[src/logic/issue_pkg.sv]
// Issue slice shared definitions
package issue_pkg;

	//----------------------------------------------------------------------
	// widths
	//----------------------------------------------------------------------
	localparam int NUM_THREADS = 4; // hardware threads sharing one issue slot
	localparam int THREAD_W = $clog2(NUM_THREADS);
	localparam int OPCODE_W = 3;
	localparam int DEST_W = 4;
	localparam int SRC_W = 8; // inline register-view operands
	localparam int IMM_W = 12; // immediate-view operand B
	localparam int RESULT_W = 16;

	localparam logic FMT_IMM = 1'b1; // format bit value selecting the immediate view

	//----------------------------------------------------------------------
	// scalar types
	//----------------------------------------------------------------------
	typedef logic [RESULT_W-1:0] result_t;
	typedef logic [DEST_W-1:0] dest_t;
	typedef logic [THREAD_W-1:0] thread_id_t;

	// mul and sqr take the multi-cycle path, everything else but nop is single cycle
	typedef enum logic [OPCODE_W-1:0]
	{
		OP_NOP = 3'd0,
		OP_ADD = 3'd1,
		OP_SUB = 3'd2,
		OP_AND = 3'd3,
		OP_OR = 3'd4,
		OP_XOR = 3'd5,
		OP_MUL = 3'd6,
		OP_SQR = 3'd7
	} opcode_e;

	//----------------------------------------------------------------------
	// instruction word, bit 31 picks which view applies
	//----------------------------------------------------------------------
	typedef struct packed
	{
		logic fmt; // bit 31
		opcode_e opcode; // bits 30..28
		dest_t dest; // bits 27..24
		logic [SRC_W-1:0] src_a; // bits 23..16
		logic [SRC_W-1:0] src_b; // bits 15..8
		logic [7:0] rsvd; // bits 7..0 carry nothing
	} inst_reg_t;

	typedef struct packed
	{
		logic fmt;
		opcode_e opcode;
		dest_t dest;
		logic [SRC_W-1:0] src_a;
		logic [IMM_W-1:0] imm12; // bits 15..4
		logic [3:0] rsvd;
	} inst_imm_t;

	typedef union packed
	{
		inst_reg_t reg_view;
		inst_imm_t imm_view;
	} inst_word_u;

endpackage

[src/logic/latency_decoder.sv]
// Instruction latency classifier
`timescale 1ns/10ps

module latency_decoder
	import issue_pkg::*;
(
	input  inst_word_u inst_i,
	output logic       single_cycle_o,
	output logic       multi_cycle_o
);

	// opcode sits at the same bits in both views, so either view decodes it
	always_comb
	begin
		single_cycle_o = 1'b0;
		multi_cycle_o = 1'b0;
		case (inst_i.reg_view.opcode)
			OP_ADD, OP_SUB, OP_AND, OP_OR, OP_XOR:
			begin
				single_cycle_o = 1'b1; // result registered one cycle after issue
			end
			OP_MUL, OP_SQR:
			begin
				multi_cycle_o = 1'b1; // result leaves the multiply pipe
			end
			default:
			begin
				single_cycle_o = 1'b0; // nop and undecoded encodings write nothing back
				multi_cycle_o = 1'b0;
			end
		endcase
	end

endmodule

[src/logic/execute_hazard_detect.sv]
// Writeback collision detector
`timescale 1ns/10ps

// The single and multi-cycle paths share one writeback port. A multi-cycle
// instruction issued in cycle c owns the port in cycle c+MULTI_LATENCY, so a
// single-cycle candidate issued in cycle c+MULTI_LATENCY-1 would collide.
module execute_hazard_detect
	import issue_pkg::*;
#(
	parameter int MULTI_LATENCY = 4
)
(
	input  logic                   clk,
	input  logic                   arst_n_i,
	input  inst_word_u             inst_i [NUM_THREADS],
	input  logic [NUM_THREADS-1:0] issue_i,
	output logic [NUM_THREADS-1:0] hazard_o
);

	logic [NUM_THREADS-1:0] single_cycle; // per candidate, from its decoder
	logic [NUM_THREADS-1:0] multi_cycle;
	logic issued_multi; // the instruction issued this cycle is multi cycle
	logic [MULTI_LATENCY-2:0] wb_alloc_q; // bit k: port taken MULTI_LATENCY-1-k cycles ahead

	//----------------------------------------------------------------------
	// per-thread decode of the candidate words
	//----------------------------------------------------------------------
	for (genvar n = 0; n < NUM_THREADS; n++)
	begin : g_decode
		latency_decoder u_latency_decoder
		(
			.inst_i         (inst_i[n]),
			.single_cycle_o (single_cycle[n]),
			.multi_cycle_o  (multi_cycle[n])
		);
	end

	// issue is one-hot, so masking and reducing picks the issued thread's flag
	always_comb
	begin
		issued_multi = |(issue_i & multi_cycle);
	end

	// the oldest slot means a multi-cycle result lands one cycle from now
	always_comb
	begin
		hazard_o = {NUM_THREADS{wb_alloc_q[MULTI_LATENCY-2]}} & single_cycle;
	end

	//----------------------------------------------------------------------
	// writeback allocation shift register
	//----------------------------------------------------------------------
	always_ff @(posedge clk or negedge arst_n_i)
	begin
		if (!arst_n_i)
		begin
			wb_alloc_q <= '0;
		end
		else
		begin
			wb_alloc_q <= {wb_alloc_q[MULTI_LATENCY-3:0], issued_multi};
		end
	end

endmodule

[src/logic/thread_select.sv]
// Round-robin thread selector
`timescale 1ns/10ps

module thread_select
	import issue_pkg::*;
(
	input  logic                   clk,
	input  logic                   arst_n_i,
	input  logic [NUM_THREADS-1:0] valid_i,
	input  logic [NUM_THREADS-1:0] hazard_i,
	output logic [NUM_THREADS-1:0] issue_o,
	output thread_id_t             issue_thread_o,
	output logic                   issue_valid_o
);

	logic [NUM_THREADS-1:0] ready; // valid and clear of a writeback collision
	logic [NUM_THREADS-1:0] ready_rot; // ready rotated so the pointer lands on bit 0
	thread_id_t offset; // distance of the winner from the pointer
	thread_id_t grant;
	logic found;
	thread_id_t rr_ptr_q; // highest-priority thread for the next choice

	always_comb
	begin
		ready = valid_i & ~hazard_i;
	end

	//----------------------------------------------------------------------
	// first ready thread at or after the pointer, wrapping around
	//----------------------------------------------------------------------
	always_comb
	begin
		ready_rot = NUM_THREADS'({ready, ready} >> rr_ptr_q);
		offset = '0;
		found = 1'b0;
		// walking down leaves the lowest ready offset as the winner
		for (int k = NUM_THREADS - 1; k >= 0; k--)
		begin
			if (ready_rot[k])
			begin
				offset = thread_id_t'(k);
				found = 1'b1;
			end
		end
		grant = rr_ptr_q + offset; // wraps modulo the thread count
	end

	always_comb
	begin
		issue_o = found ? (NUM_THREADS'(1) << grant) : '0;
		issue_thread_o = grant;
		issue_valid_o = found;
	end

	// the thread after the winner gets first claim next time
	always_ff @(posedge clk or negedge arst_n_i)
	begin
		if (!arst_n_i)
		begin
			rr_ptr_q <= '0;
		end
		else if (found)
		begin
			rr_ptr_q <= grant + thread_id_t'(1);
		end
	end

endmodule

[src/logic/execute_pipeline.sv]
// Execute paths and writeback merge
`timescale 1ns/10ps

module execute_pipeline
	import issue_pkg::*;
#(
	parameter int MULTI_LATENCY = 4
)
(
	input  logic       clk,
	input  logic       arst_n_i,
	input  logic       issue_valid_i,
	input  thread_id_t issue_thread_i,
	input  inst_word_u inst_i,
	output logic       wb_valid_o,
	output thread_id_t wb_thread_o,
	output dest_t      wb_dest_o,
	output result_t    wb_result_o
);

	logic single_cycle;
	logic multi_cycle;
	result_t op_a;
	result_t op_b;
	result_t alu_result;
	result_t mul_result;

	// single-cycle stage
	logic sc_valid_q;
	thread_id_t sc_thread_q;
	dest_t sc_dest_q;
	result_t sc_result_q;

	// multiply pipe, stage MULTI_LATENCY-1 is the one that writes back
	logic [MULTI_LATENCY-1:0] mc_valid_q;
	thread_id_t mc_thread_q [MULTI_LATENCY];
	dest_t mc_dest_q [MULTI_LATENCY];
	result_t mc_prod_q [MULTI_LATENCY];

	latency_decoder u_latency_decoder
	(
		.inst_i         (inst_i),
		.single_cycle_o (single_cycle),
		.multi_cycle_o  (multi_cycle)
	);

	//----------------------------------------------------------------------
	// operand decode and arithmetic
	//----------------------------------------------------------------------
	always_comb
	begin
		op_a = result_t'(inst_i.reg_view.src_a);
		if (inst_i.reg_view.fmt == FMT_IMM)
			op_b = result_t'(inst_i.imm_view.imm12);
		else
			op_b = result_t'(inst_i.reg_view.src_b);
	end

	always_comb
	begin
		case (inst_i.reg_view.opcode)
			OP_ADD: alu_result = op_a + op_b;
			OP_SUB: alu_result = op_a - op_b;
			OP_AND: alu_result = op_a & op_b;
			OP_OR: alu_result = op_a | op_b;
			OP_XOR: alu_result = op_a ^ op_b;
			default: alu_result = '0;
		endcase
	end

	// low half of the product is all that is written back
	always_comb
	begin
		mul_result = (inst_i.reg_view.opcode == OP_SQR) ? op_a * op_a : op_a * op_b;
	end

	//----------------------------------------------------------------------
	// valid bits
	//----------------------------------------------------------------------
	always_ff @(posedge clk or negedge arst_n_i)
	begin
		if (!arst_n_i)
		begin
			sc_valid_q <= 1'b0;
			mc_valid_q <= '0;
		end
		else
		begin
			sc_valid_q <= issue_valid_i & single_cycle;
			mc_valid_q <= {mc_valid_q[MULTI_LATENCY-2:0], issue_valid_i & multi_cycle};
		end
	end

	// payload follows its valid bit down the stages
	always_ff @(posedge clk)
	begin
		if (issue_valid_i)
		begin
			sc_thread_q <= issue_thread_i;
			sc_dest_q <= inst_i.reg_view.dest;
			sc_result_q <= alu_result;
		end
		mc_thread_q[0] <= issue_thread_i;
		mc_dest_q[0] <= inst_i.reg_view.dest;
		mc_prod_q[0] <= mul_result;
		for (int k = 1; k < MULTI_LATENCY; k++)
		begin
			mc_thread_q[k] <= mc_thread_q[k-1];
			mc_dest_q[k] <= mc_dest_q[k-1];
			mc_prod_q[k] <= mc_prod_q[k-1];
		end
	end

	//----------------------------------------------------------------------
	// writeback mux, the hazard detector keeps the two stages apart
	//----------------------------------------------------------------------
	always_comb
	begin
		wb_valid_o = mc_valid_q[MULTI_LATENCY-1] | sc_valid_q;
		if (mc_valid_q[MULTI_LATENCY-1])
		begin
			wb_thread_o = mc_thread_q[MULTI_LATENCY-1];
			wb_dest_o = mc_dest_q[MULTI_LATENCY-1];
			wb_result_o = mc_prod_q[MULTI_LATENCY-1];
		end
		else
		begin
			wb_thread_o = sc_thread_q;
			wb_dest_o = sc_dest_q;
			wb_result_o = sc_result_q;
		end
	end

endmodule

[src/logic/issue_execute_top.sv]
// Issue and execute slice top level
`timescale 1ns/10ps

// MULTI_LATENCY must be at least 3 for the hazard shift register to exist
module issue_execute_top
	import issue_pkg::*;
#(
	parameter int MULTI_LATENCY = 4
)
(
	input  logic                   clk,
	input  logic                   arst_n_i,
	input  inst_word_u             inst_i [NUM_THREADS],
	input  logic [NUM_THREADS-1:0] inst_valid_i,
	output logic [NUM_THREADS-1:0] issue_o,
	output logic                   wb_valid_o,
	output thread_id_t             wb_thread_o,
	output dest_t                  wb_dest_o,
	output result_t                wb_result_o
);

	logic [NUM_THREADS-1:0] hazard; // per thread, would collide at writeback
	logic [NUM_THREADS-1:0] issue; // one-hot accept strobe, also fed back to the detector
	thread_id_t issue_thread;
	logic issue_valid;
	inst_word_u issue_inst; // word of the thread chosen this cycle

	execute_hazard_detect #(
		.MULTI_LATENCY (MULTI_LATENCY)
	) u_execute_hazard_detect (
		.clk      (clk),
		.arst_n_i (arst_n_i),
		.inst_i   (inst_i),
		.issue_i  (issue),
		.hazard_o (hazard)
	);

	thread_select u_thread_select
	(
		.clk            (clk),
		.arst_n_i       (arst_n_i),
		.valid_i        (inst_valid_i),
		.hazard_i       (hazard),
		.issue_o        (issue),
		.issue_thread_o (issue_thread),
		.issue_valid_o  (issue_valid)
	);

	// word select by the granted thread index
	always_comb
	begin
		issue_inst = inst_i[issue_thread];
	end

	execute_pipeline #(
		.MULTI_LATENCY (MULTI_LATENCY)
	) u_execute_pipeline (
		.clk            (clk),
		.arst_n_i       (arst_n_i),
		.issue_valid_i  (issue_valid),
		.issue_thread_i (issue_thread),
		.inst_i         (issue_inst),
		.wb_valid_o     (wb_valid_o),
		.wb_thread_o    (wb_thread_o),
		.wb_dest_o      (wb_dest_o),
		.wb_result_o    (wb_result_o)
	);

	assign issue_o = issue;

endmodule

[config.mk]
export PLATFORM = sky130hd
export DESIGN_NAME = issue_execute_top
export DESIGN_NICKNAME = d
export VERILOG_FILES = /design/src/logic/issue_pkg.sv /design/src/logic/latency_decoder.sv /design/src/logic/execute_hazard_detect.sv /design/src/logic/thread_select.sv /design/src/logic/execute_pipeline.sv /design/src/logic/issue_execute_top.sv
export SDC_FILE = /design/constraint.sdc
export NUM_CORES = 1
export LEC_CHECK = 0
export ABC_AREA = 0
export BUFFER_PORTS_ARGS = -buffer_cell sky130_fd_sc_hd__buf_2
export CORE_MARGIN = 3
export CORE_UTILIZATION = 46
export CTS_CLUSTER_DIAMETER = 120
export DETAILED_ROUTE_END_ITERATION = 10
export PLACE_DENSITY = 0.79
export SYNTH_ARGS = -nofsm -noshare
export SYNTH_HDL_FRONTEND = slang
export SYNTH_SLANG_ARGS = --single-unit
[constraint.sdc]
create_clock -name clk -period 11.5 [get_ports clk]
set_input_delay 0.575 -clock clk [delete_from_list [all_inputs] [get_ports clk]]
set_output_delay 0.575 -clock clk [all_outputs]
set_load 0.005 [all_outputs]
* Word level (Yosys, flattened, before mapping)
Memory sizes are Yosys's and may differ from the RTL's. Index checks and enable logic that the tools add are counted. W data, S select, Z words.
Word-level totals: flip-flop bits (word level) 32, bits in writable memories 88, input bits 134, output and inout bits 27, memories kept 3
Cells by class: $add $sub $neg 4, multipliers 2, $lt $le $gt $ge 1, equal/unequal tests 35, shift operators 2, multiplexer cells 28, bitwise operators 11, reduce and logical (&&, ||, !) cells 11
Memory list:
- u_execute_pipeline.mc_prod_q | depth 4, width 16, read ports 4, clocked after Yosys merged registers in 0, write ports 4, RTL line execute_pipeline.sv:38 | result_t mc_prod_q [MULTI_LATENCY];
- u_execute_pipeline.mc_dest_q | depth 4, width 4, read ports 4, clocked after Yosys merged registers in 0, write ports 4, RTL line execute_pipeline.sv:37 | dest_t mc_dest_q [MULTI_LATENCY];
- u_execute_pipeline.mc_thread_q | depth 4, width 2, read ports 4, clocked after Yosys merged registers in 0, write ports 4, RTL line execute_pipeline.sv:36 | thread_id_t mc_thread_q [MULTI_LATENCY];
Operators by type and width (count):
- $pmux W16 S5 | 1
- $bmux W32 S2 | 1
- $mux W32 | 2
- $eq A3 B3 Y1 const B | 20
- $mux W16 | 2
- $eq A3 B2 Y1 const B | 10
- $reduce_or A5 Y1 | 5
- $add A8 B16 Y16 | 1
- $and A8 B16 Y16 | 1
- $mul A8 B16 Y16 | 1
- $mul A8 B8 Y16 | 1
- $or A8 B16 Y16 | 1
- $sub A8 B16 Y16 | 1
- $xor A8 B16 Y16 | 1
- $eq A3 B1 Y1 const B | 5
- $mux W1 | 14
- $and A4 B4 Y4 | 3
- $mux W12 | 1
- $mux W2 | 5
- $reduce_or A2 Y1 | 5
- $mux W4 | 2
- $shr A8 B2 Y4 | 1
- $not A4 Y4 | 1
- $reduce_or A4 Y1 | 1
- 7 further kinds | 8

* Logic depth before layout (Yosys ltp)
depth in word-level cells 20, mapped depth 37

* Cells and area by module
A second synthesis with hierarchy kept.
Second synthesis, totals: cells, all modules 1032, area total of the unflattened synthesis 10090.9 µm²
By module, submodules not included:
- execute_pipeline | times used 1, cells each 907, area each 8588.2 µm²
- issue_execute_top | times used 1, cells each 39, area each 814.5 µm²
- thread_select | times used 1, cells each 61, area each 481.7 µm²
- execute_hazard_detect | times used 1, cells each 10, area each 118.9 µm²
- latency_decoder | times used 5, cells each 3, area each 17.5 µm²

* Worst setup path before layout
Ideal clock, no wire load.
kind input -> register, start point in inst_i[30] in the netlist's numbering, end point mem u_execute_pipeline.mc_prod_q[0][15] in the netlist's numbering, setup time 72 ps, data arrival time 8150 ps, required time 11428 ps, setup slack 3278 ps, stages on the path 33, path buffers 4, path through a21bo_2 > o21ai_1 > nor3_1 > o21ai_0 > o2111ai_1 > ha_1 > buf_2 > buf_2 > buf_2 > buf_1 > a21oi_1 > mux2i_4 > mux2i_2 > inv_1 > nand2_1 > fa_1 > fa_1 > inv_1 > fa_1 > inv_1 > fa_1 > inv_1 > ha_1 > inv_1 > a21oi_1 > o21ai_0 > nand2b_1 > a21o_1 > a41oi_1 > a21oi_1 > xnor3_1 > xnor3_1 > mux2i_1
RTL lines:
- start: declaration | RTL line issue_execute_top.sv:13 | input inst_word_u inst_i [NUM_THREADS],
- end: declaration | RTL line execute_pipeline.sv:38

==> flow_summary.yaml <==
clock_network:
  cts_buffers: 17
  cts_buffer_depth: 2
  cts-root-buf: "clkbuf_16"
  post-cts-setup-buffers: 0
  path_clk_slew_ns: 0.06
  htreeDepth: 4
  insertion_delay_ns: 0.40
  cts.sinks: 120
  cts.hold.buffers_added: 0
  cts_tree: "yes"
  cts_resized: 0
timing:
  finalHoldViolCount: 0
  worst_pin_slew_ns: 0.938
  relSlewSlack_pct: 35.7
  post-route-period-util_pct: 81.8
  finalSetupViolCount: 0
  min_period_ns: 9.41
  hold_ws_ns: 0.0221
  clock_skew_ns: 0.00616
  tns_ns: 0
  maxSlewViolCount: 0
  fmax_ghz: 0.106
  grt_setup_unrepaired: "no"
synthesis:
  synth_top_area_share_pct: 17.5
  synth_cells: 1035
  synth-edff-count: 22
  synth_common_cells: "inv_1, nor2_1, dfxtp_1, ha_1, fa_1"
  async_flop_share_pct: 8.33
  syn-num-nets: 1337
  ys_warn_count: 0
  synth.most_common_cell: "inv_1"
  ys_ff_latch: 120
  yosysTopAreaCell: "dfxtp_1"
  yosysSeqAreaShare_pct: 26.5
  syn_avg_cell_area_um2: 9.73
  syn_area_um2: 10100
  synthTopCellsByArea: "dfxtp_1, fa_1, ha_1"
  synth_cell_types: 81
  synthFlopType: "dfxtp_1"
detailed_routing:
  drt_iter0_drc: 589
  dr.pass1.iters: 5
  drc: 0
  antenna_left: 0
  vias: 7824
  wl_per_cell_um: 16.8
  totalWireLength_um: 24400
  viasPerCell: 5.40
grt:
  grt_max_degree: 32
  grt-ovfl-total: 0
  antenna_found_initial: 0
  grt_pass1_wl_um: 40600
  grt_usage_pct: 21.0
  grt_pass1_vias: 8086
worst_setup_path:
  cp_slowest_stage_delay_ns: 0.78
  critical_path_required_ns: 11.76
  path_common_cell: "inv_1"
  critPathMaxFanout: 25
  path_delay_family: "adder cells"
  critPathSlowestCell: "ha_2"
  startpoint_type: "register"
  arrival_ns: 9.67
  crit_type: "register to register"
  path_buf_inv: 6
  cp-end-kind: "register"
layout:
  final_util_pct: 54.2
  drive_gt1_share_pct: 22.8
  diodes: 0
  syn2layout_area_growth_pct: 14.6
  nets: 1464
placement:
  io_buffers: 144
  gp_congestion: 0.913
  dp_hpwl_um: 18700
floorplanning:
  dieArea_um2: 23700
  start_util_pct: 47.3
  fp.dieW_um: 154
  rows: 53
  core-area_um2: 21300
  ios: 161
  die_h_um: 154
run_status:
  outcome: "complete, no violations"
hold_path:
  hold_class: "primary input to asynchronous set/reset pin"
job:
  cap_viol_max_count: 0
==> final timing paths <==
kind / cells past startpoint / endpoint / start / slack (ns)
min in group clk: 0 / u_execute_pipeline.mc_thread_q[1][1] / u_execute_pipeline.mc_thread_q[0][1] / 0.32
worst max-delay path: 29 / u_execute_pipeline.mc_prod_q[0][15] / u_execute_hazard_detect.wb_alloc_q[2] / 2.09
worst min register to register: 0 / u_execute_pipeline.mc_thread_q[1][1] / u_execute_pipeline.mc_thread_q[0][1] / 0.32
worst max register to register: 29 / u_execute_pipeline.mc_prod_q[0][15] / u_execute_hazard_detect.wb_alloc_q[2] / 2.09
max in group asynchronous: 1 / u_execute_pipeline.mc_valid_q[2] / arst_n_i / 11.28
worst min-delay path: 1 / u_execute_hazard_detect.wb_alloc_q[2] / arst_n_i / 0.02
==> cells by family after synthesis <==
family	share of synthesized area [%]
AOI/OAI and AO/OA	10.5
xor gates and xnor gates	4.45
adders and majority gates	27.0
buffers and inverters	7.94
DFF	26.5
muxes	10.7
and+or+nand+nor	12.9
==> layer usage <==
layer	up-vias	global-route usage, %	routed length (um)
met3	30	4.05	1660
met2	281	34.8	11700
met1	3804	28.3	10600
li1	3709	-	-
met5	-	0	0
met4	0	5.72	387
==> layout by cell type, fill, tap and decap left out, types with 6 or more instances in the layout <==
| cell | netlist | final |
|---|---|---|
| nor2_1 | 125 | 125 |
| mux2i_2 | 6 | 6 |
| ha_1 | 86 | 85 |
| edfxtp_1 | 22 | 22 |
| o21ai_0 | 18 | 18 |
| buf_2 | 16 | 144 |
| mux4_2 | 21 | 21 |
| a21oi_1 | 55 | 55 |
| mux2i_1 | 14 | 14 |
| dfxtp_1 | 88 | 88 |
| o21bai_1 | 17 | 17 |
| inv_1 | 142 | 142 |
| nor2b_1 | 8 | 8 |
| mux2_2 | 24 | 24 |
| nor3_1 | 19 | 19 |
| nand2b_1 | 7 | 7 |
| fa_1 | 82 | 82 |
| a21o_1 | 8 | 8 |
| xnor2_1 | 30 | 30 |
| or3_1 | 7 | 7 |
| clkbuf_16 | 0 | 20 |
| nand2_1 | 61 | 61 |
| buf_4 | 2 | 6 |
| xor2_1 | 11 | 11 |
| nand3_1 | 17 | 17 |
| dfrtp_1 | 10 | 10 |
| and2_1 | 7 | 7 |
| inv_4 | 2 | 6 |
==> registers in the layout (all words and copies together) (netlist names) <==
register / cells
u_execute_pipeline.mc_prod_q: 64
u_execute_pipeline.mc_dest_q: 16
u_execute_pipeline.sc_result_q: 16
u_execute_pipeline.mc_thread_q: 8
u_execute_pipeline.mc_valid_q: 4
u_execute_pipeline.sc_dest_q: 4
u_execute_hazard_detect.wb_alloc_q: 3
u_execute_pipeline.sc_thread_q: 2
u_thread_select.rr_ptr_q: 2
u_execute_pipeline.sc_valid_q: 1
==> through the flow <==
step,setup WS [ns],area [um^2],std cells
floorplan,3.28,10100,1035
global placement,2.01,11000,1418
detailed placement,1.93,11000,1418
CTS,2.20,11500,1450
global route,1.57,11500,1450
finish,2.09,11500,1450
==> area by class of cell <==
type / count / area [um^2]
Inverter: 150 / 568
Sequential cell: 120 / 2670
Timing Repair Buffer: 150 / 766
Fill cell: 1819 / 9740
Multi-Input combinational cell: 723 / 6600
Tap cell: 275 / 344
Clock inverter: 11 / 77.6
Clock buffer: 21 / 514
Power is left out: the tool's default activity adds up to more than one toggle a clock period on the data nets, which glitch-free logic cannot reach.
